===== src/common/exec_pkg.sv =====
package exec_pkg;

  localparam int xlen = 32;
  localparam int reg_addr_w = 5;
  localparam int mem_addr_w = 8;
  localparam int div_latency_c = xlen; // One quotient bit per iteration.

  typedef enum logic [3:0] {
    alu_add    = 4'd0,
    alu_sub    = 4'd1,
    alu_sll    = 4'd2,
    alu_slt    = 4'd3,
    alu_sltu   = 4'd4,
    alu_xor    = 4'd5,
    alu_srl    = 4'd6,
    alu_sra    = 4'd7,
    alu_or     = 4'd8,
    alu_and    = 4'd9,
    alu_pass_b = 4'd10, // LUI.
    alu_add_pc = 4'd11  // AUIPC.
  } alu_op_t;

  // Bit 0 marks a signed divide, bit 1 selects the remainder.
  typedef enum logic [3:0] {
    div_divu = 4'b0000,
    div_div  = 4'b0001,
    div_remu = 4'b0010,
    div_rem  = 4'b0011
  } div_op_t;

  typedef enum logic [2:0] {
    lsu_lb  = 3'b000,
    lsu_lh  = 3'b001,
    lsu_lw  = 3'b010,
    lsu_lbu = 3'b100,
    lsu_lhu = 3'b101
  } lsu_op_t;

  typedef union packed {
    alu_op_t alu;
    div_op_t div;
  } exe_op_u;

endpackage


===== src/execute/lsu_align.sv =====
`timescale 1ns/1ps

module lsu_align (
  input  logic [exec_pkg::xlen-1:0] addr,
  input  logic                      store,
  input  exec_pkg::lsu_op_t         lsu_op,
  input  logic [exec_pkg::xlen-1:0] sdata,
  input  logic [exec_pkg::xlen-1:0] rdata,
  output logic [3:0]                byte_en,
  output logic [exec_pkg::xlen-1:0] wdata_lanes,
  output logic [exec_pkg::xlen-1:0] load_data
);
  import exec_pkg::*;

  logic [1:0]  offset;
  logic [1:0]  size;
  logic [7:0]  load_byte;
  logic [15:0] load_half;

  assign offset = addr[1:0];
  assign size   = lsu_op[1:0]; // 0 byte, 1 half, 2 word.

  always_comb begin
    case (size)
      2'b00: begin
        byte_en     = 4'b0001 << offset;
        wdata_lanes = {4{sdata[7:0]}};
      end
      2'b01: begin
        byte_en     = 4'b0011 << {offset[1], 1'b0};
        wdata_lanes = {2{sdata[15:0]}};
      end
      default: begin
        byte_en     = 4'b1111;
        wdata_lanes = sdata;
      end
    endcase
    if (!store) begin
      byte_en = 4'b0000;
    end
  end

  assign load_byte = rdata[8*offset +: 8];
  assign load_half = rdata[16*offset[1] +: 16];

  always_comb begin
    case (lsu_op)
      lsu_lb: begin
        load_data = {{(xlen-8){load_byte[7]}}, load_byte};
      end
      lsu_lbu: begin
        load_data = {{(xlen-8){1'b0}}, load_byte};
      end
      lsu_lh: begin
        load_data = {{(xlen-16){load_half[15]}}, load_half};
      end
      lsu_lhu: begin
        load_data = {{(xlen-16){1'b0}}, load_half};
      end
      default: load_data = rdata;
    endcase
  end

endmodule


===== config.mk =====
export PLATFORM = sky130hd
export DESIGN_NAME = lsu_align
export DESIGN_NICKNAME = d
export VERILOG_FILES = /design/src/common/exec_pkg.sv /design/src/execute/lsu_align.sv
export SDC_FILE = /design/constraint.sdc
export NUM_CORES = 1
export LEC_CHECK = 0
export BUFFER_PORTS_ARGS = -buffer_cell sky130_fd_sc_hd__buf_2
export CORE_AREA = 2 2 65 67
export DETAILED_ROUTE_END_ITERATION = 7
export DIE_AREA = 0 0 67 69
export PLACE_DENSITY = 0.84
export SYNTH_ARGS = -nofsm -noshare
export SYNTH_HDL_FRONTEND = slang
export SYNTH_SLANG_ARGS = --single-unit

===== constraint.sdc =====
create_clock -name vclk -period 1.9
set_input_delay 0.095 -clock vclk [all_inputs]
set_output_delay 0.095 -clock vclk [all_outputs]
set_load 0.02 [all_outputs]

# --- Word-level counts from Yosys, hierarchy flattened ---
# Index checks and enable logic that the tools add are counted.
word_totals:
  input_bits: 100
  output_inout_bits: 68
  reg_bits: 0
  wordCells: 14
classes:
  n_reduce_logical: 2
  n_shift: 4
  n_eq_ne: 4
  mux: 4
ops:
  columns: ["op", "count"]
  rows:
  - ["32-bit case mux with 4 select lines", 1]
  - ["32-bit case mux with 2 select lines", 1]
  - ["32-bit by 6-bit indexed part select with 16-bit output", 1]
  - ["32-bit by 6-bit indexed part select with 8-bit output", 1]
  - ["4-bit case mux with 2 select lines", 1]
  - ["3-bit == test (second input constant)", 2]
  - ["4-bit 2-to-1 mux", 1]
  - ["1-bit by 2-bit << shifter with 4-bit output (first input constant)", 1]
  - ["2-bit by 2-bit << shifter with 4-bit output (first input constant)", 1]
  - ["3-bit by 1-bit == test with 1-bit output (second input constant)", 1]
  - ["3-bit zero test", 1]
  - ["2-bit by 1-bit == test with 1-bit output (second input constant)", 1]
  - ["2-bit zero test", 1]

# --- Depth between registers and ports, before layout ---
depth:
  word_depth: 3
  ltp_mapped: 6
  mapped_depth_nobuf: 3

# --- Worst setup path after synthesis ---
# OpenSTA, ideal clock, no wires.
synth_timing:
  path_type: "input to output"
  startpoint: "input port lsu_op[0]"
  endpoint: "output port load_data[10] in the netlist's numbering"
  path_stages: 5
  path_buffers: 3
  required_ps: 1805
  slack_ps: 600
  arrival_time_ps: 1205
  path_cell_list: "buf_2 or2_2 clkbuf_1 buf_2 o221ai_1"
synth_between:
  elab_chain_cells: 2
  word_cells_on_any_way: 5
  cone_classes: "eq/ne (3); mux (1); reduce/logical (1)"
synth_lines:
  columns: ["item", "line", "source"]
  rows:
  - ["start: declaration", "lsu_align.sv:6", "input exec_pkg::lsu_op_t lsu_op,"]
  - ["3-bit == test, or another cell as far along", "lsu_align.sv:47", "case (lsu_op)"]
  - ["32-bit case mux with 4 select lines (*)", "lsu_align.sv:47", null]
  - ["end: declaration", "lsu_align.sv:11", "output logic [exec_pkg::xlen-1:0] load_data"]
# Every way passes the cells marked *; elsewhere a longest branch is shown, timed or not.

# --- Final worst setup path ---
layout_timing:
  startpoint: "input port addr[1] in the netlist's numbering"
  endpoint: "output port load_data[19] in the netlist's numbering"
layout_between:
  elab_chain_cells: 2
  word_cells_on_any_way: 3
  cone_classes: "shift (2); mux (1)"
layout_lines:
  columns: ["item", "line", "source"]
  rows:
  - ["start: declaration", "lsu_align.sv:4", "input logic [exec_pkg::xlen-1:0] addr,"]
  - ["32-bit by 6-bit indexed part select with 16-bit output or 32-bit by 6-bit indexed part select with 8-bit output (tied branches)", "lsu_align.sv:44, lsu_align.sv:43", null]
  - ["32-bit case mux with 4 select lines (*)", "lsu_align.sv:47", null]
# Marks and branches as above.

==> out/metrics.cfg <==
[pwr]
fin_total_pwr_w=0.0006504
peakVddDrop_mv=0.1669
powerDensity_mw_per_mm2=335.1
p_leak_nw=1.064

[critical_path]
path_delay_family=compound AO/OA/AOI/OAI gates
crit_buf_inv=2
critPathKind=input pin to primary output
path_max_fanout=18
crit_chain=buf_2 -> mux2_4 -> a31oi_4 -> o22ai_1 -> buf_2
critical_path.max_stage_delay_ns=0.48
crit_top_cell=buf_2
cp-start-kind=input pin
cp.required_ns=1.80
cp-end-kind=primary output
cp_data_arrival_time_ns=1.63
cp_slowest_cell=a31oi_4

[timing]
setup_tns_ns=0
hold_violations=0
drv_slew=0
setup_viol=0
clock.fmax_mhz=580.7
slew-limit-headroom_pct=54.02
rsz0062_at_grt=false
min_period_ns=1.722
finalCritPeriodShare_pct=90.64
worst-slew-pin-transition_ns=0.6871
whs_ns=0.4561

[place]
gp_congestion=0.7481
dpl.hpwl_mm=3.935
place_area_mm2=0.001941
io_buffers=138

[cells_and_area]
nNetsFinal=417
layout_common_cells=buf_2 (138), nand2_1 (40), nor2b_1 (28)
mostFrequentLayoutCell=buf_2
fillers=438
nClkBuffers=0
drive_above_1_share_pct=50.79
final_cell_area_mm2=0.001941
seq_cells=0
diodes=0
seqCellArea_um2=0
synthToLayoutAreaGrowth_pct=48.99

[synthesis]
synth_nets=299
syn_area_mm2=0.001302
synth_top_area_cell=nor2b_1
ys_warn_count=0
postSynthAreaPerCell_um2=6.545
ys_seq_area_share_pct=0
synth.distinct_cells=29
syn_inst=199
yosysTopAreaCellShare_pct=13.45
synthTopCellsByArea=nor2b_1 (13%), mux2i_1 (12%), nand2_1 (12%), o22ai_1 (8.2%), mux2_2 (7.8%)

[global_routing]
overflow=0
antenna_found_initial=0
grt_pass1_wl_mm=8.059
met1_usage_pct=31.30
use_met2_pct=33.44
grt_max_degree=32
grt_pass1_vias=1695
top_usage_layer=met2
grt_usage_pct=20.92
grt_util_met3_pct=1.794

[drt]
ant_nets=0
drt-total-wl_mm=5.067
dr_total_vias=1846
drc=0
drtIter0Drc=78
via_per_inst=5.058
drt_first_pass_iters=4
post_drt_wl_per_cell_um=13.88

[floorplanning]
dieArea_mm2=0.004623
die_h_um=69
ios=168
row_count=23
initial_utilization_pct=33.28
die_w_um=67
core-area_mm2=0.003914

[flow_run]
max_cap_viol_count=0

[clock_tree]
hold_buffers=0
cts_setup_buffers=0
cts_resized=0

[outcome]
status=finished, final reports clean

[min_path]
hold_class=input pin to primary output

cells in the mapped netlist, drive strengths merged:
cell type and n:
a21oi 7, a221o 7, a221oi 1, a22oi 1, a31oi 1, and2 1, buf 21, clkbuf 6
inv 3, mux2 11, mux2i 16, nand2 40, nand2b 1, nand4b 1, nor2 12, nor2b 29
o21a 3, o21ai 9, o21bai 1, o221ai 7, o22ai 17, o311a 1, or2 2, or3b 1
path summary, 6_finish.rpt:
check	startpoint	to	slack, ns	cells past startpoint
min	sdata[1]	wdata_lanes[1]	0.46	2
max	addr[1]	load_data[19]	0.18	5
layout make-up:
| class | instances | area, um^2 | area share, % |
|---|---|---|---|
| tap | 50 | 62.56 | 3.224 |
| multi-input combinational | 169 | 1126 | 58.03 |
| inverter | 3 | 11.26 | 0.5803 |
| timing repair buffer | 143 | 740.7 | 38.17 |
logic make-up (layout without fill, tap and decap cells):
group,after synthesis,in the layout,synth area share [%]
AND/OR/NAND/NOR,87,87,32.37
AO/OA/AOI/OAI,55,55,31.70
buffers and inverters,30,146,13.54
multiplexers,27,27,22.38
through the flow:
stage                     instances  utilization, %  setup slack [ns]
final                           365           49.58            0.1779
after global routing            365           49.58           0.09553
after CTS                       365           49.58            0.2006
after detailed placement        365           49.58            0.1870
after global placement          365           49.58            0.2205
after floorplan                 199               -            0.5995
metal layers:
layer / part of all wire (%) / up-vias
met4: 0.79 / 0
li1: - / 942
met2: 45 / 80
met5: 0 / -
met3: 7.5 / 4
met1: 47 / 820
power breakdown:
| group | total (W) | switching (W) | internal, W |
|---|---|---|---|
| clock network | 0 | 0 | 0 |
| logic | 0.000650 | 0.000392 | 0.000259 |
| registers | 0 | 0 | 0 |
Note: power is estimated with default switching activity, not from simulation.
