File: config.mk
export PLATFORM = sky130hd
export DESIGN_NAME = int_alu
export DESIGN_NICKNAME = d
export VERILOG_FILES = /design/src/common/exec_pkg.sv /design/src/execute/int_alu.sv
export SDC_FILE = /design/constraint.sdc
export NUM_CORES = 1
export LEC_CHECK = 0
export ABC_CLOCK_PERIOD_IN_PS = 4500
export BUFFER_PORTS_ARGS = -buffer_cell sky130_fd_sc_hd__buf_4
export CELL_PAD_IN_SITES_DETAIL_PLACEMENT = 1
export CELL_PAD_IN_SITES_GLOBAL_PLACEMENT = 2
export CORE_MARGIN = 4
export CORE_UTILIZATION = 33
export DETAILED_ROUTE_END_ITERATION = 16
export GPL_TIMING_DRIVEN = 0
export PLACE_DENSITY = 0.92
export SYNTH_ARGS = -nofsm -noshare
export SYNTH_HDL_FRONTEND = slang
export SYNTH_SLANG_ARGS = --single-unit
File: constraint.sdc
create_clock -name vclk -period 4.5
set_clock_uncertainty 0.15 [all_clocks]
set_input_delay 0.225 -clock vclk [all_inputs]
set_output_delay 0.225 -clock vclk [all_outputs]
set_load 0.01 [all_outputs]
File: src/common/exec_pkg.sv
package exec_pkg;

  localparam int xlen = 32;
  localparam int reg_addr_w = 5;
  localparam int mem_addr_w = 8;
  localparam int div_latency_c = xlen; // One quotient bit per iteration.

  typedef enum logic [3:0] {
    alu_add    = 4'd0,
    alu_sub    = 4'd1,
    alu_sll    = 4'd2,
    alu_slt    = 4'd3,
    alu_sltu   = 4'd4,
    alu_xor    = 4'd5,
    alu_srl    = 4'd6,
    alu_sra    = 4'd7,
    alu_or     = 4'd8,
    alu_and    = 4'd9,
    alu_pass_b = 4'd10, // LUI.
    alu_add_pc = 4'd11  // AUIPC.
  } alu_op_t;

  // Bit 0 marks a signed divide, bit 1 selects the remainder.
  typedef enum logic [3:0] {
    div_divu = 4'b0000,
    div_div  = 4'b0001,
    div_remu = 4'b0010,
    div_rem  = 4'b0011
  } div_op_t;

  typedef enum logic [2:0] {
    lsu_lb  = 3'b000,
    lsu_lh  = 3'b001,
    lsu_lw  = 3'b010,
    lsu_lbu = 3'b100,
    lsu_lhu = 3'b101
  } lsu_op_t;

  typedef union packed {
    alu_op_t alu;
    div_op_t div;
  } exe_op_u;

endpackage

File: src/execute/int_alu.sv
`timescale 1ns/1ps

module int_alu (
  input  logic [exec_pkg::xlen-1:0] rdata1,
  input  logic [exec_pkg::xlen-1:0] rdata2,
  input  logic [exec_pkg::xlen-1:0] imm,
  input  logic [exec_pkg::xlen-1:0] pc,
  input  logic                      sel_imm,
  input  exec_pkg::alu_op_t         alu_op,
  output logic [exec_pkg::xlen-1:0] result
);
  import exec_pkg::*;

  logic [xlen-1:0] opb;
  logic [4:0]      shamt;

  assign opb   = sel_imm ? imm : rdata2;
  assign shamt = opb[4:0];

  always_comb begin
    case (alu_op)
      alu_add: begin
        result = rdata1 + opb;
      end
      alu_sub: begin
        result = rdata1 - opb;
      end
      alu_sll: begin
        result = rdata1 << shamt;
      end
      alu_slt: begin
        result = {{(xlen-1){1'b0}}, $signed(rdata1) < $signed(opb)};
      end
      alu_sltu: begin
        result = {{(xlen-1){1'b0}}, rdata1 < opb};
      end
      alu_xor: begin
        result = rdata1 ^ opb;
      end
      alu_srl: begin
        result = rdata1 >> shamt;
      end
      alu_sra: begin
        result = $signed(rdata1) >>> shamt;
      end
      alu_or: begin
        result = rdata1 | opb;
      end
      alu_and: begin
        result = rdata1 & opb;
      end
      alu_pass_b: result = opb;
      alu_add_pc: result = pc + opb;
      default: result = '0;
    endcase
  end

endmodule

* Yosys cells after proc, flatten, opt, wreduce, memory -nomap -nowiden *
Index checks and enable logic that the tools add are counted.

storage, ports and cells
  word-level logic and storage cells = 25
  bits of input ports = 133
  flip-flop bits (word level) = 0

cells by class
  muxes and demuxes = 2
  add/subtract/negate cells = 3
  bitwise logic cells = 3
  magnitude comparators = 2
  shifts and indexed selects = 3
  reduce and logical (&&, ||, !) cells = 1
  eq/ne operators = 11

operators by type and width
  operator                                             count
  one-hot mux 32 bit (12 select lines)                 1
  adder 32 bit                                         2
  < comparator 32 bit                                  2
  bitwise AND 32 bit                                   1
  two-way mux 32 bit                                   1
  OR 32 bit                                            1
  left shift 32 x 5 -> 32 bit                          1
  >> shifter 32 x 5 -> 32 bit                          1
  >>> shifter 32 x 5 -> 32 bit                         1
  subtractor 32 bit                                    1
  XOR 32 bit                                           1
  equality test 4 x 3 -> 1 bit, second input constant  4
  equality test 4 bit, second input constant           4
  equality test 4 x 2 -> 1 bit, second input constant  2
  equality test 4 x 1 -> 1 bit, second input constant  1
  logical NOT 4 bit                                    1

* Longest topological paths before layout *
  word-level depth = 3
  depth in mapped cells = 16

* Worst setup path before layout *
OpenSTA, ideal clock, no wires.

  path type = input to output
  start = in sel_imm
  end = out result[29] (netlist name)
  data arrival time = 3746 ps
  stages on the path = 15
  slack = 379 ps
  required time = 4125 ps
  cells stage by stage = buf_4 mux2i_4 buf_2 buf_1 clkbuf_1 ha_1 nand2b_1 o311ai_2 a311oi_2 a221oi_2 o41ai_1 a221o_1 a211oi_2 xnor2_1 o21ai_1

between the ends
  longest elaborated chain between the ends = 3
  elaborated cells on any way between the ends = 11
  those cells by class = add/sub (3); shift (3); mux (2); bitwise (3)

RTL lines
  item                                      line           text
  from (decl)                               int_alu.sv:8   input logic sel_imm,
  two-way mux 32 bit (*)                    int_alu.sv:17  assign opb = sel_imm ? imm : rdata2;
  adder 32 bit (tied with other cells)      int_alu.sv:53  alu_add_pc: result = pc + opb;
  one-hot mux 32 bit (12 select lines) (*)  int_alu.sv:21  case (alu_op)
  to (decl)                                 int_alu.sv:10  output logic [exec_pkg::xlen-1:0] result

Every way passes the cells marked *; elsewhere a longest branch is shown, timed or not.

* Final worst setup path *
  start = in alu_op[2]
  end = out result[16] (netlist name)

between the ends
  longest elaborated chain between the ends = 2
  elaborated cells on any way between the ends = 13
  those cells by class = eq/ne (11); mux (1); reduce/logical (1)

RTL lines
  item                                         line           text
  from (decl)                                  int_alu.sv:9   input exec_pkg::alu_op_t alu_op,
  equality test 4 bit (tied with other cells)  int_alu.sv:21
  one-hot mux 32 bit (12 select lines) (*)     int_alu.sv:21

Marks and branches as above.

==> results.sh <==
export IMPL_dpl_cell_area_um2=11700
export IMPL_final_max_slew_violation_count=1
export IMPL_drc=0
export IMPL_hold_path_class="input pin to output pin"
export IMPL_holdBufCountCts=0
export IMPL_syn_inst=1452
export IMPL_antenna_found_initial=2
export IMPL_nets=1891
export IMPL_final_util_pct=41.8
export IMPL_dp_hpwl_mm=54.6
export IMPL_grt_max_degree=22
export IMPL_grt_usage_pct=38.1
export IMPL_start_util_pct=33.6
export IMPL_wl_mm=67.0
export IMPL_nClkBuffers=0
export IMPL_post_route_period_util_pct=100
export IMPL_fmax_mhz=222
export IMPL_die_x_um=182
export IMPL_end_kind="output pin"
export IMPL_rows=63
export IMPL_violations="max-capacitance violations, max-slew violations, negative setup slack"
export IMPL_core_um2=29700
export IMPL_crit_arrival_ns=4.13
export IMPL_cp_required_ns=4.12
export IMPL_dieArea_um2=33100
export IMPL_grt_pass1_wl_mm=94.1
export IMPL_syn_area_um2=9980
export IMPL_numPortBuffers=164
export IMPL_design_seq_count=0
export IMPL_num_vias=13300
export IMPL_ff_latch_area_um2=0
export IMPL_grt_pass1_vias=13400
export IMPL_netlist_top_cells_area="ha_1 17%, mux2i_1 14%, mux2_2 6.1%"
export IMPL_worst_slack_ns=-0.00642
export IMPL_fillCellCount=3787
export IMPL_post_place_cells=2007
export IMPL_max_slew_worst_pin_slew_ns=1.48
export IMPL_status="complete, but fails checks"
export IMPL_ant_nets=0
export IMPL_critPathKind="input pin to output pin"
export IMPL_setup_viol=1
export IMPL_final_layout_size_suffix_gt1_share_pct=22.0
export IMPL_final_cells=2011
export IMPL_syn_area_per_cell_um2=6.87
export IMPL_grt_remaining_overflow=0
export IMPL_ys_types=73
export IMPL_maxSlewHeadroom_pct=-1.21
export IMPL_final_cell_mix="183 x buf_4, 140 x nor2_1, 134 x nand2_1"
export IMPL_hold_violations=0
export IMPL_drv_cap=1
export IMPL_yosysTopAreaCell="ha_1"
export IMPL_rsz0062_at_grt="yes"
export IMPL_yosysWarningCount=0
export IMPL_via_per_inst=6.60
export IMPL_layout_commonest_cell="buf_4"
export IMPL_die_h_um=182
export IMPL_synth_nets=1721
export IMPL_cp_max_fo=10
export IMPL_drt_pre_antenna_iters=6
export IMPL_min_period_ns=4.51
export IMPL_start_kind="input pin"
export IMPL_final_area_um2=12400
export IMPL_yosysTopAreaCellShare_pct=16.8
export IMPL_area_growth_pct=24.4
export IMPL_wl_per_cell_um=33.3
export IMPL_gp_congestion=1.04
export IMPL_ios=165
export IMPL_synth_seq_area_share_pct=0
export IMPL_dr_first_iter_drc_count=1555
## kinds of logic (layout without fill, tap and decap cells)
kind of cell,Yosys count,count (layout),share of synthesized area [%]
AND/OR/NAND/NOR,424,424,19.1
XOR/XNOR,48,48,4.21
AO/OA/AOI/OAI,457,457,30.5
multiplexers,198,198,21.3
other,0,1,0
buffers and inverters,189,357,7.61
adder cells (fa/ha/maj),136,136,17.2
## per-layer routing
layer  vias to the layer above  wire, um  global-route usage [%]
met2                       812     29000                    60.1
met3                       190      6390                    6.71
met5                         -         0                       0
met4                         0      3760                    16.2
li1                       5722         -                       -
met1                      6549     27900                    51.0
## cell type report
type / instances / area, um^2 / share of cell area (%)
Inverter: 98 / 377 / 3.04
Timing Repair Buffer: 179 / 1380 / 11.1
Tap cell: 390 / 488 / 3.93
Buffer: 80 / 479 / 3.86
Antenna cell: 1 / 2.50 / 0.0202
Multi-Input combinational cell: 1263 / 9690 / 78.1
## metrics by stage
step | hold WS (ns) | worst slack, ns | setup TNS [ns]
6_report | 0.901 | -0.00642 | -0.00642
5_1_grt | 0.936 | -0.0698 | -0.107
4_1_cts | 0.917 | 0.00426 | 0
3_5_place_dp | 0.917 | -1.84 | -37.44
3_3_place_gp | 0.877 | -1.77 | -36.00
2_1_floorplan | 0.591 | 0.379 | 0
## final timing paths
| kind | start | endpoint | slack, ns | depth (start not counted) |
|---|---|---|---|---|
| min | rdata2[5] | result[5] | 0.90 | 6 |
| max | alu_op[2] | result[16] | -0.006 | 8 |
## critical path: stages
cell and delay (ns):
buf_4 0.13, clkbuf_1 0.43, a21oi_2 0.74, clkbuf_1 1.02, clkbuf_1 0.93, nand3_1 0.25
o2111ai_1 0.19, buf_4 0.19
## synth_stat cells (6+ instances only)
library cell,instances
nor2_1,140
mux2i_1,137
nand2_1,135
ha_1,134
a21oi_1,110
inv_1,93
o21ai_0,88
clkbuf_1,58
mux2_2,54
xnor2_1,34
nand3_1,32
nor3_1,32
o22ai_1,32
o211ai_1,31
a211oi_1,22
a221oi_1,19
a21o_1,17
o221ai_1,17
a31oi_1,16
a22oi_1,15
buf_2,14
xor2_1,14
buf_1,13
nand4_1,12
nor2b_1,12
and3_1,11
nand2b_1,10
nor4_1,10
o21bai_1,10
a2111oi_0,9
o2111ai_1,9
or3_1,9
a221o_1,7
o31ai_1,7
a311oi_1,6
or2_2,6
## what timing repair did
action                     4_1_cts  5_1_grt
pin swaps                        8        9
resized for setup              103       48
setup endpoints to repair       30       16
setup buffers                   10        4
