$ cat config.mk
export PLATFORM = sky130hd
export DESIGN_NAME = seq_divider
export DESIGN_NICKNAME = d
export VERILOG_FILES = /design/src/common/exec_pkg.sv /design/src/execute/seq_divider.sv
export SDC_FILE = /design/constraint.sdc
export NUM_CORES = 1
export LEC_CHECK = 0
export BUFFER_PORTS_ARGS = -buffer_cell sky130_fd_sc_hd__buf_2
export CAP_MARGIN = 30
export CORE_MARGIN = 2
export CORE_UTILIZATION = 60
export CTS_CLUSTER_DIAMETER = 30
export DETAILED_ROUTE_END_ITERATION = 12
export PLACE_DENSITY = 0.78
export SLEW_MARGIN = 20
export SYNTH_ARGS = -nofsm -noshare
export SYNTH_HDL_FRONTEND = slang
export SYNTH_SLANG_ARGS = --single-unit
$ cat constraint.sdc
create_clock -name clk -period 4.3 [get_ports clk]
set_input_delay 0.43 -clock clk [delete_from_list [all_inputs] [get_ports clk]]
set_output_delay 0.43 -clock clk [all_outputs]
set_load 0.01 [all_outputs]
$ cat src/common/exec_pkg.sv
package exec_pkg;

  localparam int xlen = 32;
  localparam int reg_addr_w = 5;
  localparam int mem_addr_w = 8;
  localparam int div_latency_c = xlen; // One quotient bit per iteration.

  typedef enum logic [3:0] {
    alu_add    = 4'd0,
    alu_sub    = 4'd1,
    alu_sll    = 4'd2,
    alu_slt    = 4'd3,
    alu_sltu   = 4'd4,
    alu_xor    = 4'd5,
    alu_srl    = 4'd6,
    alu_sra    = 4'd7,
    alu_or     = 4'd8,
    alu_and    = 4'd9,
    alu_pass_b = 4'd10, // LUI.
    alu_add_pc = 4'd11  // AUIPC.
  } alu_op_t;

  // Bit 0 marks a signed divide, bit 1 selects the remainder.
  typedef enum logic [3:0] {
    div_divu = 4'b0000,
    div_div  = 4'b0001,
    div_remu = 4'b0010,
    div_rem  = 4'b0011
  } div_op_t;

  typedef enum logic [2:0] {
    lsu_lb  = 3'b000,
    lsu_lh  = 3'b001,
    lsu_lw  = 3'b010,
    lsu_lbu = 3'b100,
    lsu_lhu = 3'b101
  } lsu_op_t;

  typedef union packed {
    alu_op_t alu;
    div_op_t div;
  } exe_op_u;

endpackage

$ cat src/execute/seq_divider.sv
`timescale 1ns/1ps

module seq_divider (
  input  logic                      clk,
  input  logic                      rst,
  input  logic                      start,
  input  exec_pkg::div_op_t         op,
  input  logic [exec_pkg::xlen-1:0] dividend,
  input  logic [exec_pkg::xlen-1:0] divisor,
  output logic                      ready,
  output logic [exec_pkg::xlen-1:0] result
);
  import exec_pkg::*;

  localparam int cnt_w = $clog2(div_latency_c);

  logic             busy;
  logic [cnt_w-1:0] count;
  logic [xlen-1:0]  quo;
  logic [xlen-1:0]  rem;
  logic [xlen-1:0]  dvs;
  logic [xlen-1:0]  dvd_save;
  logic             neg_q;
  logic             neg_r;
  logic             sel_rem;
  logic             div_zero;
  logic             sgn;
  logic [xlen:0]    shifted;
  logic [xlen:0]    diff;

  assign sgn     = op[0];
  assign shifted = {rem, quo[xlen-1]};
  assign diff    = shifted - {1'b0, dvs};

  always_ff @(posedge clk) begin
    if (!rst) begin
      busy  <= 1'b0;
      ready <= 1'b0;
      count <= '0;
    end else begin
      ready <= 1'b0;
      if (start && !busy) begin
        busy  <= 1'b1;
        count <= '0;
      end else if (busy) begin
        count <= count + 1'b1;
        if (count == cnt_w'(div_latency_c - 1)) begin
          busy  <= 1'b0;
          ready <= 1'b1;
        end
      end
    end
  end

  always_ff @(posedge clk) begin
    if (start && !busy) begin
      rem      <= '0;
      quo      <= (sgn && dividend[xlen-1]) ? -dividend : dividend;
      dvs      <= (sgn && divisor[xlen-1]) ? -divisor : divisor;
      dvd_save <= dividend;
      neg_q    <= sgn & (dividend[xlen-1] ^ divisor[xlen-1]);
      neg_r    <= sgn & dividend[xlen-1]; // Remainder takes the dividend's sign.
      sel_rem  <= op[1];
      div_zero <= (divisor == '0);
    end else if (busy) begin
      if (!diff[xlen]) begin
        rem <= diff[xlen-1:0];
        quo <= {quo[xlen-2:0], 1'b1};
      end else begin
        rem <= shifted[xlen-1:0];
        quo <= {quo[xlen-2:0], 1'b0};
      end
    end
  end

  // Signed overflow yields a quotient magnitude of 2**31 with neg_q low, which is the dividend.
  always_comb begin
    if (div_zero) begin
      result = sel_rem ? dvd_save : '1;
    end else if (sel_rem) begin
      result = neg_r ? -rem : rem;
    end else begin
      result = neg_q ? -quo : quo;
    end
  end

  assert property (@(posedge clk) disable iff (!rst) busy |-> !start);

endmodule

Word-level counts from Yosys, hierarchy flattened
Cells that the tools add are included.

Output and inout bits: 33. Logic and storage cells: 46. Flip-flop bits (word level): 139. Input bits: 71.

Equal/unequal tests: 1. Reductions and logical operators: 8. Bitwise logic cells: 5. Mux-type cells: 15. Add/sub/neg operators: 6.

Operators with widths (count): $mux 32 (10); $neg 32->32 (4); $sub 33x32->33 (1); $logic_not 32->1 (1); $add 5x1->5 const B (1); $eq 5x5->1 const B (1); $mux 1 (5); $logic_and 1x1->1 (3); $reduce_or 3->1 (1); $and 1x1->1 (2); $not 1->1 (2); $reduce_bool 2->1 (1); $reduce_or 2->1 (1); $logic_not 1->1 (1); $xor 1x1->1 (1).

Logic depth before layout (Yosys ltp)
Depth in word-level cells: 4. Depth in mapped cells: 14. Depth with buffers taken out: 12.

Worst setup path before layout
No wires, ideal clock.

Path kind: flip-flop to output port. From: register quo[10]. To: output port result[28] in the netlist's numbering. Required time: 3.870 ns. Data arrival time: 2.763 ns. Stages on the path, launching flop included: 9. Setup slack: 1.107 ns. Path buffers: 0. Cells stage by stage: edfxtp_1 > or4_4 > nor4_4 > nand4_1 > or4_1 > or4_4 > o31ai_4 > xor2_1 > a22oi_1.

Cells in the longest elaborated chain, start to end: 4.

RTL lines: start: declaration (line seq_divider.sv:19) `logic [xlen-1:0] quo;`; start signal: assignment (line seq_divider.sv:58) `quo <= (sgn && dividend[xlen-1]) ? -dividend : dividend;`; start signal: assignment (line seq_divider.sv:68) `quo <= {quo[xlen-2:0], 1'b1};`; start signal: assignment (line seq_divider.sv:71) `quo <= {quo[xlen-2:0], 1'b0};`; $neg 32->32 (line seq_divider.sv:83) `result = neg_q ? -quo : quo;`; $mux 32 (line seq_divider.sv:83); $mux 32 (line seq_divider.sv:80) `end else if (sel_rem) begin`; $mux 32 (line seq_divider.sv:78) `if (div_zero) begin`; end: declaration (line seq_divider.sv:11) `output logic [exec_pkg::xlen-1:0] result`.

No other way between the ends.

Worst setup path after layout
Ends and elaborated chain as after synthesis.

==> impl_metrics.toml <==
[outcome]
status = "finished, final reports clean"

[place]
gp_congestion = 0.900
placed_cells_incl_taps = 1368
port_buffers = 101
hpwl_mm = 17.6

[detailed_routing]
totalWireLength_mm = 25.1
wl_per_cell_um = 17.9
vias = 8650
drtIter0Drc = 784
drc = 0
viasPerCell = 6.17
drt_pre_antenna_iters = 5
final_antenna_net_count = 0

[floorplanning]
die_h_um = 132
core_um2 = 15900
die_area_um2 = 17500
rows = 46
die_x_um = 132
io_pins = 104
initial_utilization_pct = 61.8

[job]
max_cap_violations = 0

[clock_tree]
ctsRootBufferMaster = "clkbuf_16"
cts_buffers = 17
clock-sinks = 139
cts-root-to-sink-buffers = 2
clkLatencyLatePin_ps = 440
clkTransAtPathRegs_ps = 60
cts_tree = "built"
htree_levels = 4
post_cts_buffers = 0

[pwr]
swShare_pct = 28.3
p_sw_mw = 1.17
peakVddDrop_mv = 0.334
internal_power_mw = 2.97
powerDensity_nw_per_um2 = 366
pwr-share-seq_pct = 39.8
p_leak_nw = 4.71
clkPwrFrac_pct = 40.7
comb_power_share_pct = 19.5

[sta]
period_share_pct = 93.5
fmaxAchievable_mhz = 249
rsz0062_at_grt = "no"
tightest_slew_ps = 731
maxSlewViolCount = 0
hold_violations = 0
fin_crit_ps = 4020
finalSetupTns_ps = 0
fin_skew_ps = 5.52
slew_headroom_pct = 51.2
setup_violations = 0

[critical_path]
cpMostUsedCell = "or4_4"
path_buf_inv = 1
path_class = "flop to output pin"
critPathArrivalTime_ps = 3590
cp-end-kind = "output pin"
path_cells = "or4_4 > nor4_4 > nand4_1 > or4_1 > or4_4 > o31ai_4 > xor2_1 > a22oi_1 > buf_2"
worst_setup_path_start_kind = "flop"
r2r_slack_ps = 630
cpLargestDelayFamily = "simple AND/OR/NAND/NOR gates"
path_max_fanout = 4
slowest_delay_ps = 610
cpMaxStageDelayCell = "or4_4"
required_ps = 3870

[synth]
synth-compound-area-share_pct = 20.8
synthSimpleGateAreaFrac_pct = 16.0
ys_async_sr_fraction_pct = 0
synth.area.mux_share_pct = 2.99
yosys_warnings = 0
ys_seq_area_share_pct = 38.4
syn_area_um2 = 9850
synth_top_family_by_area = "compound AO/OA/AOI/OAI gates"
synth_edf_count = 100
synth_xor_area_share_pct = 12.8
synth_top_flop_cell = "edfxtp_1"
syn_nets = 1196
ys_seq_elements = 139
synthAdderAreaFrac_pct = 5.03
syn_area_per_cell_um2 = 9.07
synthCells = 1086
synth_cell_type_count = 63

[finish]
syn2layout_area_growth_pct = 14.8
nFillCells = 1273
final_common_cell = "nand2_1"
drive_gt1_share_pct = 14.4
nets = 1283
n_antenna_cell = 0
stdcell_count = 1402
layout_common_cells = "118 x nand2_1, 101 x buf_2, 100 x edfxtp_1"

[global_routing]
antenna_found_initial = 0
grt_usage_pct = 29.1
grt_pass1_vias = 8163
grt_pass1_wl_mm = 40.7
grt_max_degree = 66
grt_overflow = 0

[min_path]
hp-class = "input port to flop"
==> final timing paths <==
| kind | startpoint | endpoint | cells past startpoint |
|---|---|---|---|
| setup / recovery | quo[10]$_DFFE_PP_ | result[28] | 9 |
| hold / removal | op[1] | sel_rem$_DFFE_PP_ | 1 |
| setup reg to reg | quo[31]$_DFFE_PP_ | rem[14]$_SDFFE_PP0P_ | 13 |
| hold reg to reg | count[0]$_SDFFE_PP0P_ | count[0]$_SDFFE_PP0P_ | 2 |
==> flip-flops by register name, indices dropped and copies added, names as in the netlist <==
name and cells:
dvd_save 32, rem 32, neg_r 1, count 5, ready 1, dvs 32, sel_rem 1, div_zero 1
quo 32, neg_q 1, busy 1
==> metrics by stage <==
| step | cell area, µm² | setup slack, ps | power (mW) | hold WS [ps] | util, % |
|---|---|---|---|---|---|
| 6_report | 11300 | 279 | 4.14 | 164 | 70.9 |
| 3_5_place_dp | 10600 | 731 | 2.46 | 538 | 66.5 |
| 2_1_floorplan | 9850 | 1110 | 2.20 | 487 | - |
| 3_3_place_gp | 10600 | 806 | 2.44 | 529 | 66.4 |
| 5_1_grt | 11300 | 120 | 4.30 | 164 | 70.9 |
| 4_1_cts | 11300 | 253 | 4.14 | 159 | 70.7 |
==> worst reg2reg max path, delay by kind of cell (launching register included) <==
family,cells,cell delay [ps]
xor+xnor,1,190
flops,1,350
fa+ha+maj,2,660
buf+inv,2,380
compound gates,6,1430
simple gates,2,530
==> routing by layer <==
| metal | global-route usage, % | vias up | part of all wire, % |
|---|---|---|---|
| met3 | 5.23 | 57 | 5.8 |
| li1 | - | 4205 | - |
| met4 | 11.4 | 0 | 2.9 |
| met2 | 48.9 | 292 | 49 |
| met5 | 0 | - | 0 |
| met1 | 37.4 | 4096 | 43 |
==> power groups by stage <==
stage / sequential (mW) / combinational, mW / clock (mW)
after floorplan: 1.65 / 0.551 / 0
after global placement: 1.67 / 0.766 / 0
after detailed placement: 1.67 / 0.787 / 0
after CTS: 1.65 / 0.796 / 1.69
after global routing: 1.66 / 0.894 / 1.75
final: 1.65 / 0.808 / 1.69
==> cells by family after synthesis <==
| logic type | count (synthesis) |
|---|---|
| simple gates | 323 |
| compound gates | 308 |
| xor+xnor | 144 |
| flops | 139 |
| buf+inv | 104 |
| fa+ha+maj | 39 |
| mux | 29 |
==> area by class of cell <==
class / count / area, µm² / share of cell area (%)
clock buffer: 17 / 425 / 3.76
clock inverter: 15 / 245 / 2.17
inverter: 55 / 206 / 1.83
multi-input combinational: 843 / 5700 / 50.5
sequential: 139 / 3780 / 33.5
tap: 216 / 270 / 2.39
timing repair buffer: 117 / 669 / 5.92
==> Yosys cell counts, types with 3 or more instances <==
cell type  count  area share [%]
a21boi_0       3            0.23
a32oi_1        8            0.71
nor3b_1        6            0.46
o31ai_1       27             2.1
edfxtp_1     100              30
nor3_1        25             1.3
o21ai_0       82             4.2
o41ai_1       14             1.2
xnor2_1       57             5.1
ha_1          38             4.8
xor2_1        87             7.7
nand2_1      119             4.5
nor4_1         8            0.51
dfxtp_1       39             7.9
or3_1          6            0.38
nor2_1        64             2.4
o21a_1         5            0.38
o22ai_1        3            0.19
mux2_2         3            0.34
o311ai_0      20             1.8
a21oi_1       65             3.3
o32a_1         3            0.30
a22oi_1       27             2.1
buf_1          5            0.19
or4_4          4            0.46
nand4_1        7            0.44
o211ai_1       4            0.30
and3_1         9            0.57
o21bai_1       3            0.23
mux2i_1       26             2.6
nand3_1       28             1.4
a211oi_1       5            0.38
a31oi_1        5            0.32
inv_1         54             2.1
and2_1         7            0.44
nand2b_1      12            0.76
clkbuf_1      42             1.6
a21o_1        19             1.4
or4_1         11            0.84
o2111ai_1      3            0.27
nor2b_1        6            0.38
==> what timing repair did <==
action | CTS | global route
gates resized for setup | 0 | 1
hold buffers | 0 | 0
endpoints found under the hold margin | 0 | 0
setup endpoints to repair | 0 | 1
No activity file was read; power rests on OpenSTA's default activity.
