File: src/common/exec_pkg.sv
package exec_pkg;

  localparam int xlen = 32;
  localparam int reg_addr_w = 5;
  localparam int mem_addr_w = 8;
  localparam int div_latency_c = xlen; // One quotient bit per iteration.

  typedef enum logic [3:0] {
    alu_add    = 4'd0,
    alu_sub    = 4'd1,
    alu_sll    = 4'd2,
    alu_slt    = 4'd3,
    alu_sltu   = 4'd4,
    alu_xor    = 4'd5,
    alu_srl    = 4'd6,
    alu_sra    = 4'd7,
    alu_or     = 4'd8,
    alu_and    = 4'd9,
    alu_pass_b = 4'd10, // LUI.
    alu_add_pc = 4'd11  // AUIPC.
  } alu_op_t;

  // Bit 0 marks a signed divide, bit 1 selects the remainder.
  typedef enum logic [3:0] {
    div_divu = 4'b0000,
    div_div  = 4'b0001,
    div_remu = 4'b0010,
    div_rem  = 4'b0011
  } div_op_t;

  typedef enum logic [2:0] {
    lsu_lb  = 3'b000,
    lsu_lh  = 3'b001,
    lsu_lw  = 3'b010,
    lsu_lbu = 3'b100,
    lsu_lhu = 3'b101
  } lsu_op_t;

  typedef union packed {
    alu_op_t alu;
    div_op_t div;
  } exe_op_u;

endpackage

File: src/execute/execute_stage.sv
`timescale 1ns/1ps

module execute_stage (
  input  logic                              clk,
  input  logic                              rst,
  input  logic                              issue_valid,
  input  logic [exec_pkg::xlen-1:0]         pc,
  input  exec_pkg::exe_op_u                 op,
  input  exec_pkg::lsu_op_t                 lsu_op,
  input  logic [exec_pkg::xlen-1:0]         rdata1,
  input  logic [exec_pkg::xlen-1:0]         rdata2,
  input  logic [exec_pkg::xlen-1:0]         imm,
  input  logic [exec_pkg::reg_addr_w-1:0]   waddr,
  input  logic                              sel_imm,
  input  logic                              lui,
  input  logic                              auipc,
  input  logic                              jal,
  input  logic                              division,
  input  logic                              load,
  input  logic                              store,
  input  logic                              clear,
  output logic [exec_pkg::xlen-1:0]         ex_pc,
  output logic [exec_pkg::xlen-1:0]         ex_rdata1,
  output logic [exec_pkg::xlen-1:0]         ex_rdata2,
  output logic [exec_pkg::xlen-1:0]         ex_imm,
  output logic                              ex_sel_imm,
  output exec_pkg::alu_op_t                 alu_op,
  input  logic [exec_pkg::xlen-1:0]         alu_result,
  output logic                              div_start,
  output exec_pkg::div_op_t                 div_op,
  input  logic                              div_ready,
  input  logic [exec_pkg::xlen-1:0]         div_result,
  output logic [exec_pkg::xlen-1:0]         lsu_addr,
  output logic                              lsu_store,
  output exec_pkg::lsu_op_t                 lsu_op_o,
  output logic [exec_pkg::xlen-1:0]         lsu_sdata,
  input  logic [exec_pkg::xlen-1:0]         lsu_load_data,
  output logic                              mem_req,
  input  logic                              mem_ready,
  output logic                              wren,
  output logic [exec_pkg::reg_addr_w-1:0]   wb_addr,
  output logic [exec_pkg::xlen-1:0]         wb_data,
  output logic                              stall
);
  import exec_pkg::*;

  logic                  valid_q;
  logic                  first_q;
  logic                  clear_q;
  logic [xlen-1:0]       pc_q;
  logic [xlen-1:0]       rdata1_q;
  logic [xlen-1:0]       rdata2_q;
  logic [xlen-1:0]       imm_q;
  exe_op_u               op_q;
  lsu_op_t               lsu_op_q;
  logic [reg_addr_w-1:0] waddr_q;
  logic                  sel_imm_q;
  logic                  lui_q;
  logic                  auipc_q;
  logic                  jal_q;
  logic                  division_q;
  logic                  load_q;
  logic                  store_q;
  logic                  live;
  logic                  mem_busy;
  logic                  div_busy;
  logic [xlen-1:0]       wdata;

  always_ff @(posedge clk) begin
    if (!rst) begin
      valid_q <= 1'b0;
      first_q <= 1'b0;
      clear_q <= 1'b0;
    end else if (!stall) begin
      valid_q <= issue_valid;
      first_q <= issue_valid; // High only in the first cycle in the stage.
      clear_q <= clear;
    end else begin
      first_q <= 1'b0;
    end
  end

  always_ff @(posedge clk) begin
    if (!stall) begin
      pc_q       <= pc;
      op_q       <= op;
      lsu_op_q   <= lsu_op;
      rdata1_q   <= rdata1;
      rdata2_q   <= rdata2;
      imm_q      <= imm;
      waddr_q    <= waddr;
      sel_imm_q  <= sel_imm;
      lui_q      <= lui;
      auipc_q    <= auipc;
      jal_q      <= jal;
      division_q <= division;
      load_q     <= load;
      store_q    <= store;
    end
  end

  assign live     = valid_q & ~clear_q; // A squashed slot starts no unit and never stalls.
  assign mem_busy = live & (load_q | store_q);
  assign div_busy = live & division_q;
  assign stall    = (div_busy & ~div_ready) | (mem_busy & ~mem_ready);

  assign div_start = div_busy & first_q;
  assign mem_req   = mem_busy & first_q;

  // LUI and AUIPC reuse the ALU with the immediate as second operand.
  assign ex_pc      = pc_q;
  assign ex_rdata1  = rdata1_q;
  assign ex_rdata2  = rdata2_q;
  assign ex_imm     = imm_q;
  assign ex_sel_imm = sel_imm_q | lui_q | auipc_q;
  assign alu_op     = auipc_q ? alu_add_pc : (lui_q ? alu_pass_b : op_q.alu);
  assign div_op     = op_q.div;

  assign lsu_addr  = rdata1_q + imm_q;
  assign lsu_store = store_q;
  assign lsu_op_o  = lsu_op_q;
  assign lsu_sdata = rdata2_q;

  always_comb begin
    if (auipc_q | lui_q) begin
      wdata = alu_result;
    end else if (jal_q) begin
      wdata = pc_q + 32'd4; // Link address for JAL and JALR.
    end else if (division_q) begin
      wdata = div_result;
    end else if (load_q) begin
      wdata = lsu_load_data;
    end else begin
      wdata = alu_result;
    end
  end

  // A write fires when the unit that owns the slot reports completion.
  assign wren    = (div_busy ? div_ready : (mem_busy ? mem_ready : live)) & ~store_q &
                   (waddr_q != '0);
  assign wb_addr = waddr_q;
  assign wb_data = wdata;

  assert property (@(posedge clk) disable iff (!rst) stall |-> !wren);
  assert property (@(posedge clk) disable iff (!rst) !(mem_req && div_start));

endmodule

File: config.mk
export PLATFORM = sky130hd
export DESIGN_NAME = execute_stage
export DESIGN_NICKNAME = d
export VERILOG_FILES = /design/src/common/exec_pkg.sv /design/src/execute/execute_stage.sv
export SDC_FILE = /design/constraint.sdc
export NUM_CORES = 1
export LEC_CHECK = 0
export BUFFER_PORTS_ARGS = -buffer_cell sky130_fd_sc_hd__buf_4
export CAP_MARGIN = 10
export CORE_AREA = 2 2 192 194
export DETAILED_ROUTE_END_ITERATION = 10
export DIE_AREA = 0 0 194 196
export GPL_TIMING_DRIVEN = 1
export HOLD_SLACK_MARGIN = 0.12
export PLACE_DENSITY = 0.52
export SLEW_MARGIN = 20
export SYNTH_ARGS = -nofsm -noshare
export SYNTH_HDL_FRONTEND = slang
export SYNTH_SLANG_ARGS = --single-unit
File: constraint.sdc
create_clock -name clk -period 18.7 [get_ports clk]
set_input_delay 4.675 -clock clk [delete_from_list [all_inputs] [get_ports clk]]
set_output_delay 4.675 -clock clk [all_outputs]
set_load 0.02 [all_outputs]
Yosys cells after proc, flatten, opt, wreduce, memory -nomap -nowiden --
Cells that the tools add are included.
Storage, ports and cells: register bits after elaboration 150, bits of input ports 249, logic and storage cells 48
Cells by class: bitwise operators 19, muxes and demuxes 8, reduce and logical (&&, ||, !) cells 2, add/sub/neg operators 2
Operators by type and width (count):
- 32-bit two-way mux | 4
- 32-bit by 3-bit adder with 32-bit output (second input constant) | 1
- 32-bit adder | 1
- 1-bit AND | 9
- 4-bit two-way mux | 2
- 1-bit inverter | 5
- 1-bit OR | 5
- 5-bit nonzero test | 1
- 1-bit two-way mux | 2
- 2-bit OR reduction | 1

Depth between registers and ports, before layout --
Gate-level depths: netlist of the first run.
depth in word-level cells 7, depth in mapped cells 10, gate-level depth less buffers 9

Worst setup path after synthesis of the first run --
No wires, ideal clock.
path type input port to output port, start point input port div_ready, end point output port stall, required time 14025 ps, arrival time 8719 ps, stages on the path 4, path slack 5306 ps, buffers on the path 0, path through nand2b_1 -> o21ai_0 -> nand2_1 -> inv_1
On the way: longest elaborated chain between the ends 3
Ends and longest elaborated chain:
- start, declared | line execute_stage.sv:31 | input logic div_ready,
- 1-bit inverter | line execute_stage.sv:105 | assign stall = (div_busy & ~div_ready) | (mem_busy & ~mem_ready);
- 1-bit AND | line execute_stage.sv:105
- 1-bit OR | line execute_stage.sv:105
- end, declared | line execute_stage.sv:43 | output logic stall
No other way between the ends.

Worst setup path after layout of the first run --
Same ends and word-level chain as after synthesis.

==> metrics.txt, run 1 <==
HP Start=clear_q; sequential share of the synthesized area=between 50% and 60%; TritonCTS buffer count=17; first-pass GRT wire length=45.3 mm; final setup vio count=0; I/O pin count=495; H-tree depth=4; Worst Tran Pin Value=942 ps; P&R area growth vs syn=52.5%; Simple-Gate Fraction of Synth Area=11.7%; die width=roughly 190 um; RSZ-0062 raised after global routing=no; synthesized flop and latch total=150; Setup Skew=14.4 ps; Worst-Skew Late Latency=440 ps; sw frac=around a third; initial core utilization=23.5%; GP Congestion=0.824; Final Cell Area=13,000 um^2; Post-synth ARST share=0%; router iterations before antenna repair=4; ANT nets after route=0; via count=around 7,600; Flop pwr share=a little under two fifths; Cell Pwr Density=86.4 nW/um^2; critical path fanouts, max=25; Crit Path Category=primary input to output port; worst hold slack=905 ps; initial antenna violation count=2; ys flop type=edfxtp_1; Worst slew margin=37.2%; Synth Warn #=0; clock share of power=29.7%; WL per Instance=17.8 um; highest clock rate=0.0961 GHz; Core ar.=36,100 um^2; P_sw=375 uW; WL final=30.4 mm; fin nets=roughly 1,500; Placed Area=12,400 um^2; status=complete, no violations; I/O Buffers=between 400 and 500; Logic pwr share=32.8%; instance count of the mapped netlist=780; Root Buffer=clkbuf_16; Avg Inst Size Synth=10.9 um^2; Hold Buf Count CTS=0; total track usage=15.5%; Sink Count=150; critical path startpoint=div_ready; Via density=4.44; maximum vdd drop=0.0632 mV; post-CTS sizing=0; Pint=around 740 uW; largest net degree at the start of global routing=68; total power=about 1.1 mW; die area=38,000 um^2; Tmin final=~10,000 ps; CP Capture Type=output port; FF-to-FF Start=division_q; hold crit path type=flop to flop; Max Slew Vio Count=0; Netlist cell types=63; Tcrit/Tclk final=55.7%; Crit path arrival time=5740 ps; number of setup buffers added after CTS=0; nature of the critical path startpoint=primary input; Die Ht=around 200 um; leakage power=5.85 nW; largest family of logic cells by synthesized area=compound AO/OA/AOI/OAI gates; max_cap viols=0; post-DP HPWL=approximately 24 mm; layout cell share with drive strength beyond 1=44.3%; setup TNS=0 ps; mux share of post-synthesis cell area=between 3 and 4%; Layout Utilization=35.9%; syn nets=1,062; critical path data required time=14,030 ps; clock buffer depth=2; mapped cell area=8490 um^2; Cell Rows=70; Post-synth EDFFs=roughly 150; DR DRC count=0; clk slew on worst S/H paths=70 ps; vias in the first global route=7,690; 1st-iter DRT viols=278; TritonCTS clock tree=built; final hold vios=0; Compound-Gate Fraction of Synth Area=15.1%; GR Overflow Total=0; post-synthesis adder-cell area fraction=4.95%; XOR/XNOR Fraction of Synth Area=between 5 and 6%
==> layout make-up <==
| cell class | instances | area, um^2 |
|---|---|---|
| fillers | 3636 | 23100 |
| flip-flops and latches | 150 | 4470 |
| repair buffers | 500 | 3750 |
| multi-input cells | 544 | 3530 |
| well taps | 468 | 586 |
| clock buffers | 19 | 433 |
| clock inverters | 13 | 121 |
| inverters | 14 | 52.6 |
| diodes | 1 | 2.50 |
==> synthesized netlist by cell type, types with 3 or more instances <==
cell,instances,area share [%]
buf_2,4,0.24
nand4_1,12,0.88
dfxtp_1,3,0.71
or3_1,3,0.22
xnor2_1,35,3.6
o221ai_1,3,0.31
a31oi_1,5,0.37
clkbuf_1,23,1.0
xor2_1,22,2.3
and3_1,11,0.81
buf_4,36,3.2
a21o_2,3,0.31
nor3_1,5,0.29
ha_1,32,4.7
mux2i_1,32,3.8
o21ai_1,4,0.24
and2_1,4,0.29
buf_1,4,0.18
nand2_1,64,2.8
buf_6,3,0.40
a21oi_1,83,4.9
a211oi_1,3,0.27
a21o_1,20,1.8
nand3_1,26,1.5
edfxtp_1,147,52
o21ai_0,53,3.1
o21bai_1,5,0.44
inv_1,14,0.62
nor2_1,76,3.4
==> per-stage QoR <==
step / setup WS (ps) / cells
4_1_cts: 8300 / 1708
2_1_floorplan: 5310 / 780
3_3_place_gp: 8320 / 1676
3_5_place_dp: 8310 / 1676
5_1_grt: 8190 / 1709
6_report: 8290 / 1709
==> per-layer routing <==
metal	global-route usage (%)	vias up	routed length [um]
li1	-	3730	-
met1	17.8	3488	12000
met2	27.0	356	15400
met3	5.62	20	2580
met4	4.80	0	428
met5	0	-	0
==> placed cells by master, fill, tap and decap left out, types with 11 or more instances in the layout <==
cell type  instances
and3_1            11
inv_1             14
mux2i_1           32
nor2_1            76
nand2_1           63
edfxtp_1         147
buf_4            500
xor2_1            22
nand3_1           26
ha_1              32
clkbuf_16         17
a21o_1            20
xnor2_1           35
nand4_1           12
o21ai_0           53
a21oi_1           83
==> cell families after synthesis <==
family,after synthesis
buffers and inverters,86
adder cells (fa/ha/maj),33
AO/OA/AOI/OAI,207
multiplexers,33
flip-flops,150
AND/OR/NAND/NOR,214
XOR/XNOR,57
==> final timing paths <==
kind,to,slack (ps),cells after the start
worst max-delay path,stall,8290,6
worst max register to register,ex_pc[5],15300,6
worst min-delay path,ex_rdata2[0],910,2
worst min register to register,ex_rdata2[0],910,2
==> critical path, stage by stage <==
cell      delay [ps]
buf_4            110
nand2b_1         170
o21ai_0          190
nand2_4          270
inv_1            160
buf_4            150
==> sequential cells by signal (all words and copies together) (netlist names), 3 cells and up <==
register,count
wb_addr,5
ex_rdata2,32
ex_rdata1,32
ex_imm,32
ex_pc,32
lsu_op_o,3
div_op,4
==> power by group through the flow <==
stage | clock [mW] | combinational (mW) | sequential, mW
2_1_floorplan | 0 | 0.181 | 0.453
5_1_grt | 0.359 | 0.395 | 0.423
3_5_place_dp | 0 | 0.370 | 0.427
6_report | 0.333 | 0.367 | 0.420
3_3_place_gp | 0 | 0.370 | 0.427
4_1_cts | 0.345 | 0.371 | 0.420
Note: power is estimated with default switching activity, not from simulation.
==> run 2: changes to the inputs <==
Settings changed: CORE_AREA 2 2 192 194 to 2 2 194 196, DIE_AREA 0 0 194 196 to 0 0 196 198, PLACE_DENSITY 0.52 to 0.51.
Clock period 18.7 ns to 10.75 ns, I/O delays scaled along.
==> run 2 against run 1 <==
Net effect:
- clock power increased by 96%
- largest cell class unchanged
- flip-flop and latch count did not move
- critical path depth rose by 2
- register-to-register slack worse by 7600 ps
- highest routed layer is now met5
- combinational power grew 74%
- cell count rose by 0.35%
- critical path type unchanged
==> metrics.txt, run 2 (synthesis gave the netlist of run 1 again) <==
I/O Buffers=494 (unchanged); total track usage=15.2% (was 15.5%); P&R area growth vs syn=53.6% (was 52.5%); Cell Pwr Density=155 nW/um^2 (was 86.4 nW/um^2); Cell Rows=71 (was 70); CP Capture Type=output port (unchanged); Via density=4.44 (about the same); Tcrit/Tclk final=slightly below 60%; Sink Count=150 (unchanged); critical path data required time=8060 ps (was 14,030 ps); GR Overflow Total=0 (unchanged); P_sw=670 uW (was 375 uW); DR DRC count=0 (unchanged); final hold vios=0 (unchanged); layout cell share with drive strength beyond 1=44.6% (was 44.3%); Setup Skew=15.2 ps (was 14.4 ps); GP Congestion=0.828 (was 0.824); total power=2.02 mW (was 1.12 mW); setup TNS=0 ps (unchanged); initial antenna violation count=2 (unchanged); FILL cells=3,787 (was 3,636); final worst setup slack=4360 ps (was 8290 ps); R2R Setup Slk=7730 ps (was 15,300 ps); Tmin final=6390 ps; clock share of power=32.3% (was 29.7%); Root Buffer=clkbuf_16 (unchanged); most common cell after layout, fill and taps aside=buf_4 (unchanged); critical path fanouts, max=2 (was 25); first-pass GRT wire length=44.6 mm (was 45.3 mm); Pint=1.35 mW (was 744 uW); 1st-iter DRT viols=411 (was 278); Cell Count Post-Placement=1,682 (was 1,676); initial core utilization=23.0% (was 23.5%); fin nets=1,509 (unchanged); via count=7,617 (was 7,594); WL final=30.8 mm (was 30.4 mm); clk slew on worst S/H paths=70 ps (about the same); I/O pin count=495 (unchanged); worst hold slack=720 ps (was 905 ps); maximum vdd drop=0.0769 mV (was 0.0632 mV); Hold Buf Count CTS=0 (unchanged); CP max stage cell=o21ai_0 (was nand2_4); Placement Setup Slack=4360 ps (was 8310 ps); worst-path cell chain=buf_4 > mux2i_1 > nor2_1 > a21oi_1 > nor2_1 > a21oi_1 > o21ai_0 > buf_4 (was buf_4 > nand2b_1 > o21ai_0 > nand2_4 > inv_1 > buf_4); die width=196 um (was 194 um); Worst Tran Pin Value=864 ps (was 942 ps); post-DP HPWL=24.8 mm (was 24.4 mm); WL per Instance=17.9 um (was 17.8 um); critical path's largest stage delay=330 ps (was 270 ps); post-CTS sizing=0 (unchanged); die area=38,800 um^2 (was 38,000 um^2); Worst-Skew Late Latency=430 ps (was 440 ps); Post-Layout Cell Count=1,715 (was 1,709); highest clock rate=0.156 GHz; TritonCTS buffer count=17 (unchanged); leakage power=5.90 nW (was 5.85 nW); Placed Area=12,400 um^2 (about the same); max_cap viols=0 (unchanged); H-tree depth=4 (unchanged); Die Ht=198 um (was 196 um); Crit path arrival time=3700 ps (was 5740 ps); status=complete, no violations (unchanged); Layout Utilization=35.3% (was 35.9%); RSZ-0062 raised after global routing=no (unchanged); Crit Path Category=primary input to output port (unchanged); Final Cell Area=13,000 um^2 (about the same); hold crit path type=flop to flop (unchanged); Logic pwr share=31.5% (was 32.8%); largest net degree at the start of global routing=83 (was 68); Max Slew Vio Count=0 (unchanged); vias in the first global route=7,520 (was 7,690); clock buffer depth=2 (unchanged); router iterations before antenna repair=7 (was 4); sw frac=33.2% (was 33.5%); TritonCTS clock tree=built (unchanged); Flop pwr share=36.1% (was 37.5%); nature of the critical path startpoint=primary input (unchanged); ANT nets after route=0 (unchanged); Worst slew margin=42.4% (was 37.2%); final setup vio count=0 (unchanged); leading cell types in the layout, fill and taps excluded=buf_4, edfxtp_1, a21oi_1 (unchanged); Core ar.=37,000 um^2 (was 36,100 um^2); number of setup buffers added after CTS=0 (unchanged)
[run 2: cell types whose count changed in the layout (fill, tap and decap cells not counted), sizes merged]
| cell | delta |
|---|---|
| clkbuf | -2 |
| clkinv | -1 |
| clkinvlp | -2 |
| inv | +3 |
| bufinv | +2 |
[run 2: area by class of cell]
cell class              instances  area, um^2  area share [%]
clock inverters                15         211            1.62
diodes                          1        2.50          0.0192
multi-input cells             544        3530            27.1
inverters                      14        52.6           0.403
well taps                     474         593            4.55
repair buffers                500        3760            28.8
flip-flops and latches        150        4470            34.3
clock buffers                  17         425            3.26
[run 2: power groups by stage]
stage	Sequential, mW	Combinational, mW	Clock (mW)
2_1_floorplan	0.788	0.314	0
3_3_place_gp	0.743	0.641	0
3_5_place_dp	0.743	0.641	0
4_1_cts	0.731	0.643	0.677
5_1_grt	0.736	0.687	0.694
6_report	0.730	0.638	0.653
[run 2: worst max-delay path, delay by kind of cell]
family / cells / cell delay, ps
AO/OA/AOI/OAI: 3 / 430
buffers and inverters: 2 / 300
AND/OR/NAND/NOR: 2 / 230
multiplexers: 1 / 50
[run 2: metal layers]
layer	vias to the layer above	share of wire [%]	track usage, %
met4	2	1.9	5.19
met1	3495	37	16.6
li1	3741	-	-
met5	-	0.052	0
met2	355	51	27.0
met3	24	9.5	5.74
[run 2: path summary, 6_finish.rpt]
check / from / endpoint / depth (start not counted)
setup / recovery: alu_result[18] / wb_data[18] / 8
hold / removal: clear_q / valid_q / 4
setup reg to reg: load_q / wb_addr[0] / 6
hold reg to reg: clear_q / valid_q / 4
==> run 3: changes to the inputs <==
Settings changed: ABC_AREA set to 1, PLACE_DENSITY 0.51 to 0.53.
Clock period 10.75 ns to 6.1 ns, I/O delays scaled along.
==> run 3 against run 2 <==
Net effect:
- wire length increased by 18%
- worst hold slack improved by 150 ps
- synthesized cell count increased by 49%
- sequential power increased by 79%
- synthesized area increased by 9.3%
- combinational power increased by 99%
- critical path depth unchanged
- global-route usage increased by 3.1 points
- cell count increased by 23%
- first-iteration DRC count increased by 20%
- flip-flop and latch count unchanged
- largest power group unchanged
- highest routed layer unchanged
==> metrics.txt, run 3 <==
Sink Count=150 (unchanged); WL final=36.4 mm (was 30.8 mm); Crit path arrival time=2740 ps (was 3700 ps); instance count of the mapped netlist=1,159 (was 780); layout cell share with drive strength beyond 1=34.2% (was 44.6%); ys flop type=edfxtp_1 (unchanged); Logic pwr share=34.1% (was 31.5%); synthesized flop and latch total=150 (unchanged); Tcrit/Tclk final=a little over two thirds; P_sw=1.31 mW (was 670 uW); die width=196 um (unchanged); critical path fanouts, max=33 (was 2); TritonCTS clock tree=built (unchanged); Netlist cell types=38 (was 63); Pint=2.40 mW (was 1.35 mW); most common cell after layout, fill and taps aside=buf_4 (unchanged); Worst Tran Pin Value=893 ps (was 864 ps); I/O Buffers=494 (unchanged); Avg Inst Size Synth=8.01 um^2 (was 10.9 um^2); max_cap viols=0 (unchanged); mapped cell area=9280 um^2 (was 8490 um^2); final hold vios=0 (unchanged); mux share of post-synthesis cell area=0% (was 3.90%); Synth area leader=edfxtp_1 (unchanged); Worst-Skew Late Latency=450 ps (was 430 ps); FILL cells=3,824 (was 3,787); final worst setup slack=1840 ps (was 4360 ps); clock share of power=30.6% (was 32.3%); Placed Area=13,300 um^2 (was 12,400 um^2); maximum vdd drop=0.178 mV (was 0.0769 mV); CP Capture Type=output port (unchanged); router iterations before antenna repair=5 (was 7); Cell Pwr Density=267 nW/um^2 (was 155 nW/um^2); highest clock rate=0.235 GHz; via count=9,350 (was 7,617); Die Ht=198 um (unchanged); vias in the first global route=9,397 (was 7,520); post-DP HPWL=29.4 mm (was 24.8 mm); top post-synthesis cells by count=nand2_1, inv_1, edfxtp_1 (was edfxtp_1, a21oi_1, nor2_1); most frequent cell after synthesis=nand2_1 (was edfxtp_1); Setup Skew=17.4 ps (was 15.2 ps); Root Buffer=clkbuf_16 (unchanged); initial antenna violation count=2 (unchanged); Simple-Gate Fraction of Synth Area=27.1% (was 11.7%); Yosys top cell area share=47.6% (was 52.0%); Core ar.=37,000 um^2 (unchanged); first-pass GRT wire length=53.5 mm (was 44.6 mm); Hold Buf Count CTS=0 (unchanged); final setup vio count=0 (unchanged); hold crit path type=flop to flop (unchanged); number of setup buffers added after CTS=0 (unchanged); worst hold slack=867 ps (was 720 ps); leakage power=6.93 nW (was 5.90 nW); critical path data required time=4580 ps (was 8060 ps); Via density=4.43 (was 4.44); post-CTS sizing=0 (unchanged); I/O pin count=495 (unchanged); largest family of logic cells by synthesized area=simple AND/OR/NAND/NOR gates (was compound AO/OA/AOI/OAI gates); XOR/XNOR Fraction of Synth Area=2.06% (was 5.88%); Post-synth EDFFs=147 (unchanged); ANT nets after route=0 (unchanged); clk slew on worst S/H paths=80 ps (was 70 ps); clock buffer depth=2 (unchanged); post-synthesis adder-cell area fraction=4.53% (was 4.95%); WL per Instance=17.3 um (was 17.9 um); Cell Rows=71 (unchanged); leading cell types in the layout, fill and taps excluded=buf_4, nand2_1, inv_1 (was buf_4, edfxtp_1, a21oi_1); Worst slew margin=40.4% (was 42.4%); GP Congestion=0.860 (was 0.828); initial core utilization=25.1% (was 23.0%); syn nets=1,441 (was 1,062); Crit Path Category=flop to output port (was primary input to output port); DR DRC count=0 (unchanged); setup TNS=0 ps (unchanged); Final Cell Area=13,900 um^2 (was 13,000 um^2); synth top area cells=edfxtp_1, nand2_1, inv_1 (was edfxtp_1, a21oi_1, ha_1); Compound-Gate Fraction of Synth Area=8.13% (was 15.1%); largest net degree at the start of global routing=145 (was 83); Flop pwr share=35.3% (was 36.1%); Post-synth ARST share=0% (unchanged); Tmin final=4260 ps; P&R area growth vs syn=50.0% (was 53.6%); H-tree depth=4 (unchanged); 1st-iter DRT viols=493 (was 411); total track usage=18.3% (was 15.2%); die area=38,800 um^2 (unchanged); TritonCTS buffer count=17 (unchanged); GR Overflow Total=0 (unchanged); Synth Warn #=0 (unchanged); status=complete, no violations (unchanged); Post-Layout Cell Count=2,109 (was 1,715); sequential share of the synthesized area=48.2% (was 52.7%); Placement Setup Slack=2150 ps (was 4360 ps); nature of the critical path startpoint=flop (was primary input); RSZ-0062 raised after global routing=no (unchanged); fin nets=1,903 (was 1,509); sw frac=35.3% (was 33.2%); Max Slew Vio Count=0 (unchanged); Cell Count Post-Placement=2,076 (was 1,682)
run 3: metal layers:
metal / global-route usage [%] / share of wire (%) / up-vias
met1: 20.3 / 39 / 4304
met2: 33.0 / 51 / 345
li1: - / - / 4664
met3: 6.05 / 8.1 / 35
met4: 5.95 / 2.3 / 2
met5: 0 / 0.036 / -
run 3: kinds of logic (layout without fill, tap and decap cells):
logic type               after synthesis  after routing
AND/OR/NAND/NOR                      609            609
buffers and inverters                210            685
flip-flops                           150            150
AO/OA/AOI/OAI                        136            136
adder cells (fa/ha/maj)               33             33
XOR/XNOR                              21             21
other                                  0              1
run 3: worst paths after layout:
check / start / endpoint / slack (ps) / cells after the start
worst max-delay path: load_q / wb_data[10] / 1840 / 8
worst min-delay path: valid_q / first_q / 870 / 5
worst max register to register: load_q / ex_rdata1[15] / 3750 / 7
worst min register to register: valid_q / first_q / 870 / 5
run 3: power groups by stage:
stage | sequential (mW) | combinational (mW) | clock, mW
floorplan | 1.41 | 0.606 | 0
global placement | 1.33 | 1.27 | 0
detailed placement | 1.34 | 1.27 | 0
CTS | 1.31 | 1.27 | 1.17
global route | 1.32 | 1.38 | 1.21
finish | 1.31 | 1.27 | 1.14
run 3: per-stage QoR:
stage,power (mW),util [%]
floorplan,2.02,-
global placement,2.60,36.0
detailed placement,2.61,36.0
CTS,3.76,37.7
global route,3.91,37.7
finish,3.71,37.7
run 3: layout make-up:
cell class	count	area [um^2]	area share, %
flip-flops and latches	150	4470	32.1
clock buffers	18	429	3.08
clock inverters	14	186	1.34
inverters	151	572	4.11
well taps	474	593	4.26
multi-input cells	799	3890	27.9
diodes	1	2.50	0.0180
repair buffers	502	3780	27.2
run 3: critical path, cell delays in order, from the launching register on:
cell      delay (ps)
edfxtp_1         360
buf_4            270
inv_1            700
buf_4            310
nand2_1           70
nand3_1           60
o211ai_1         100
a31oi_1          230
buf_4            180
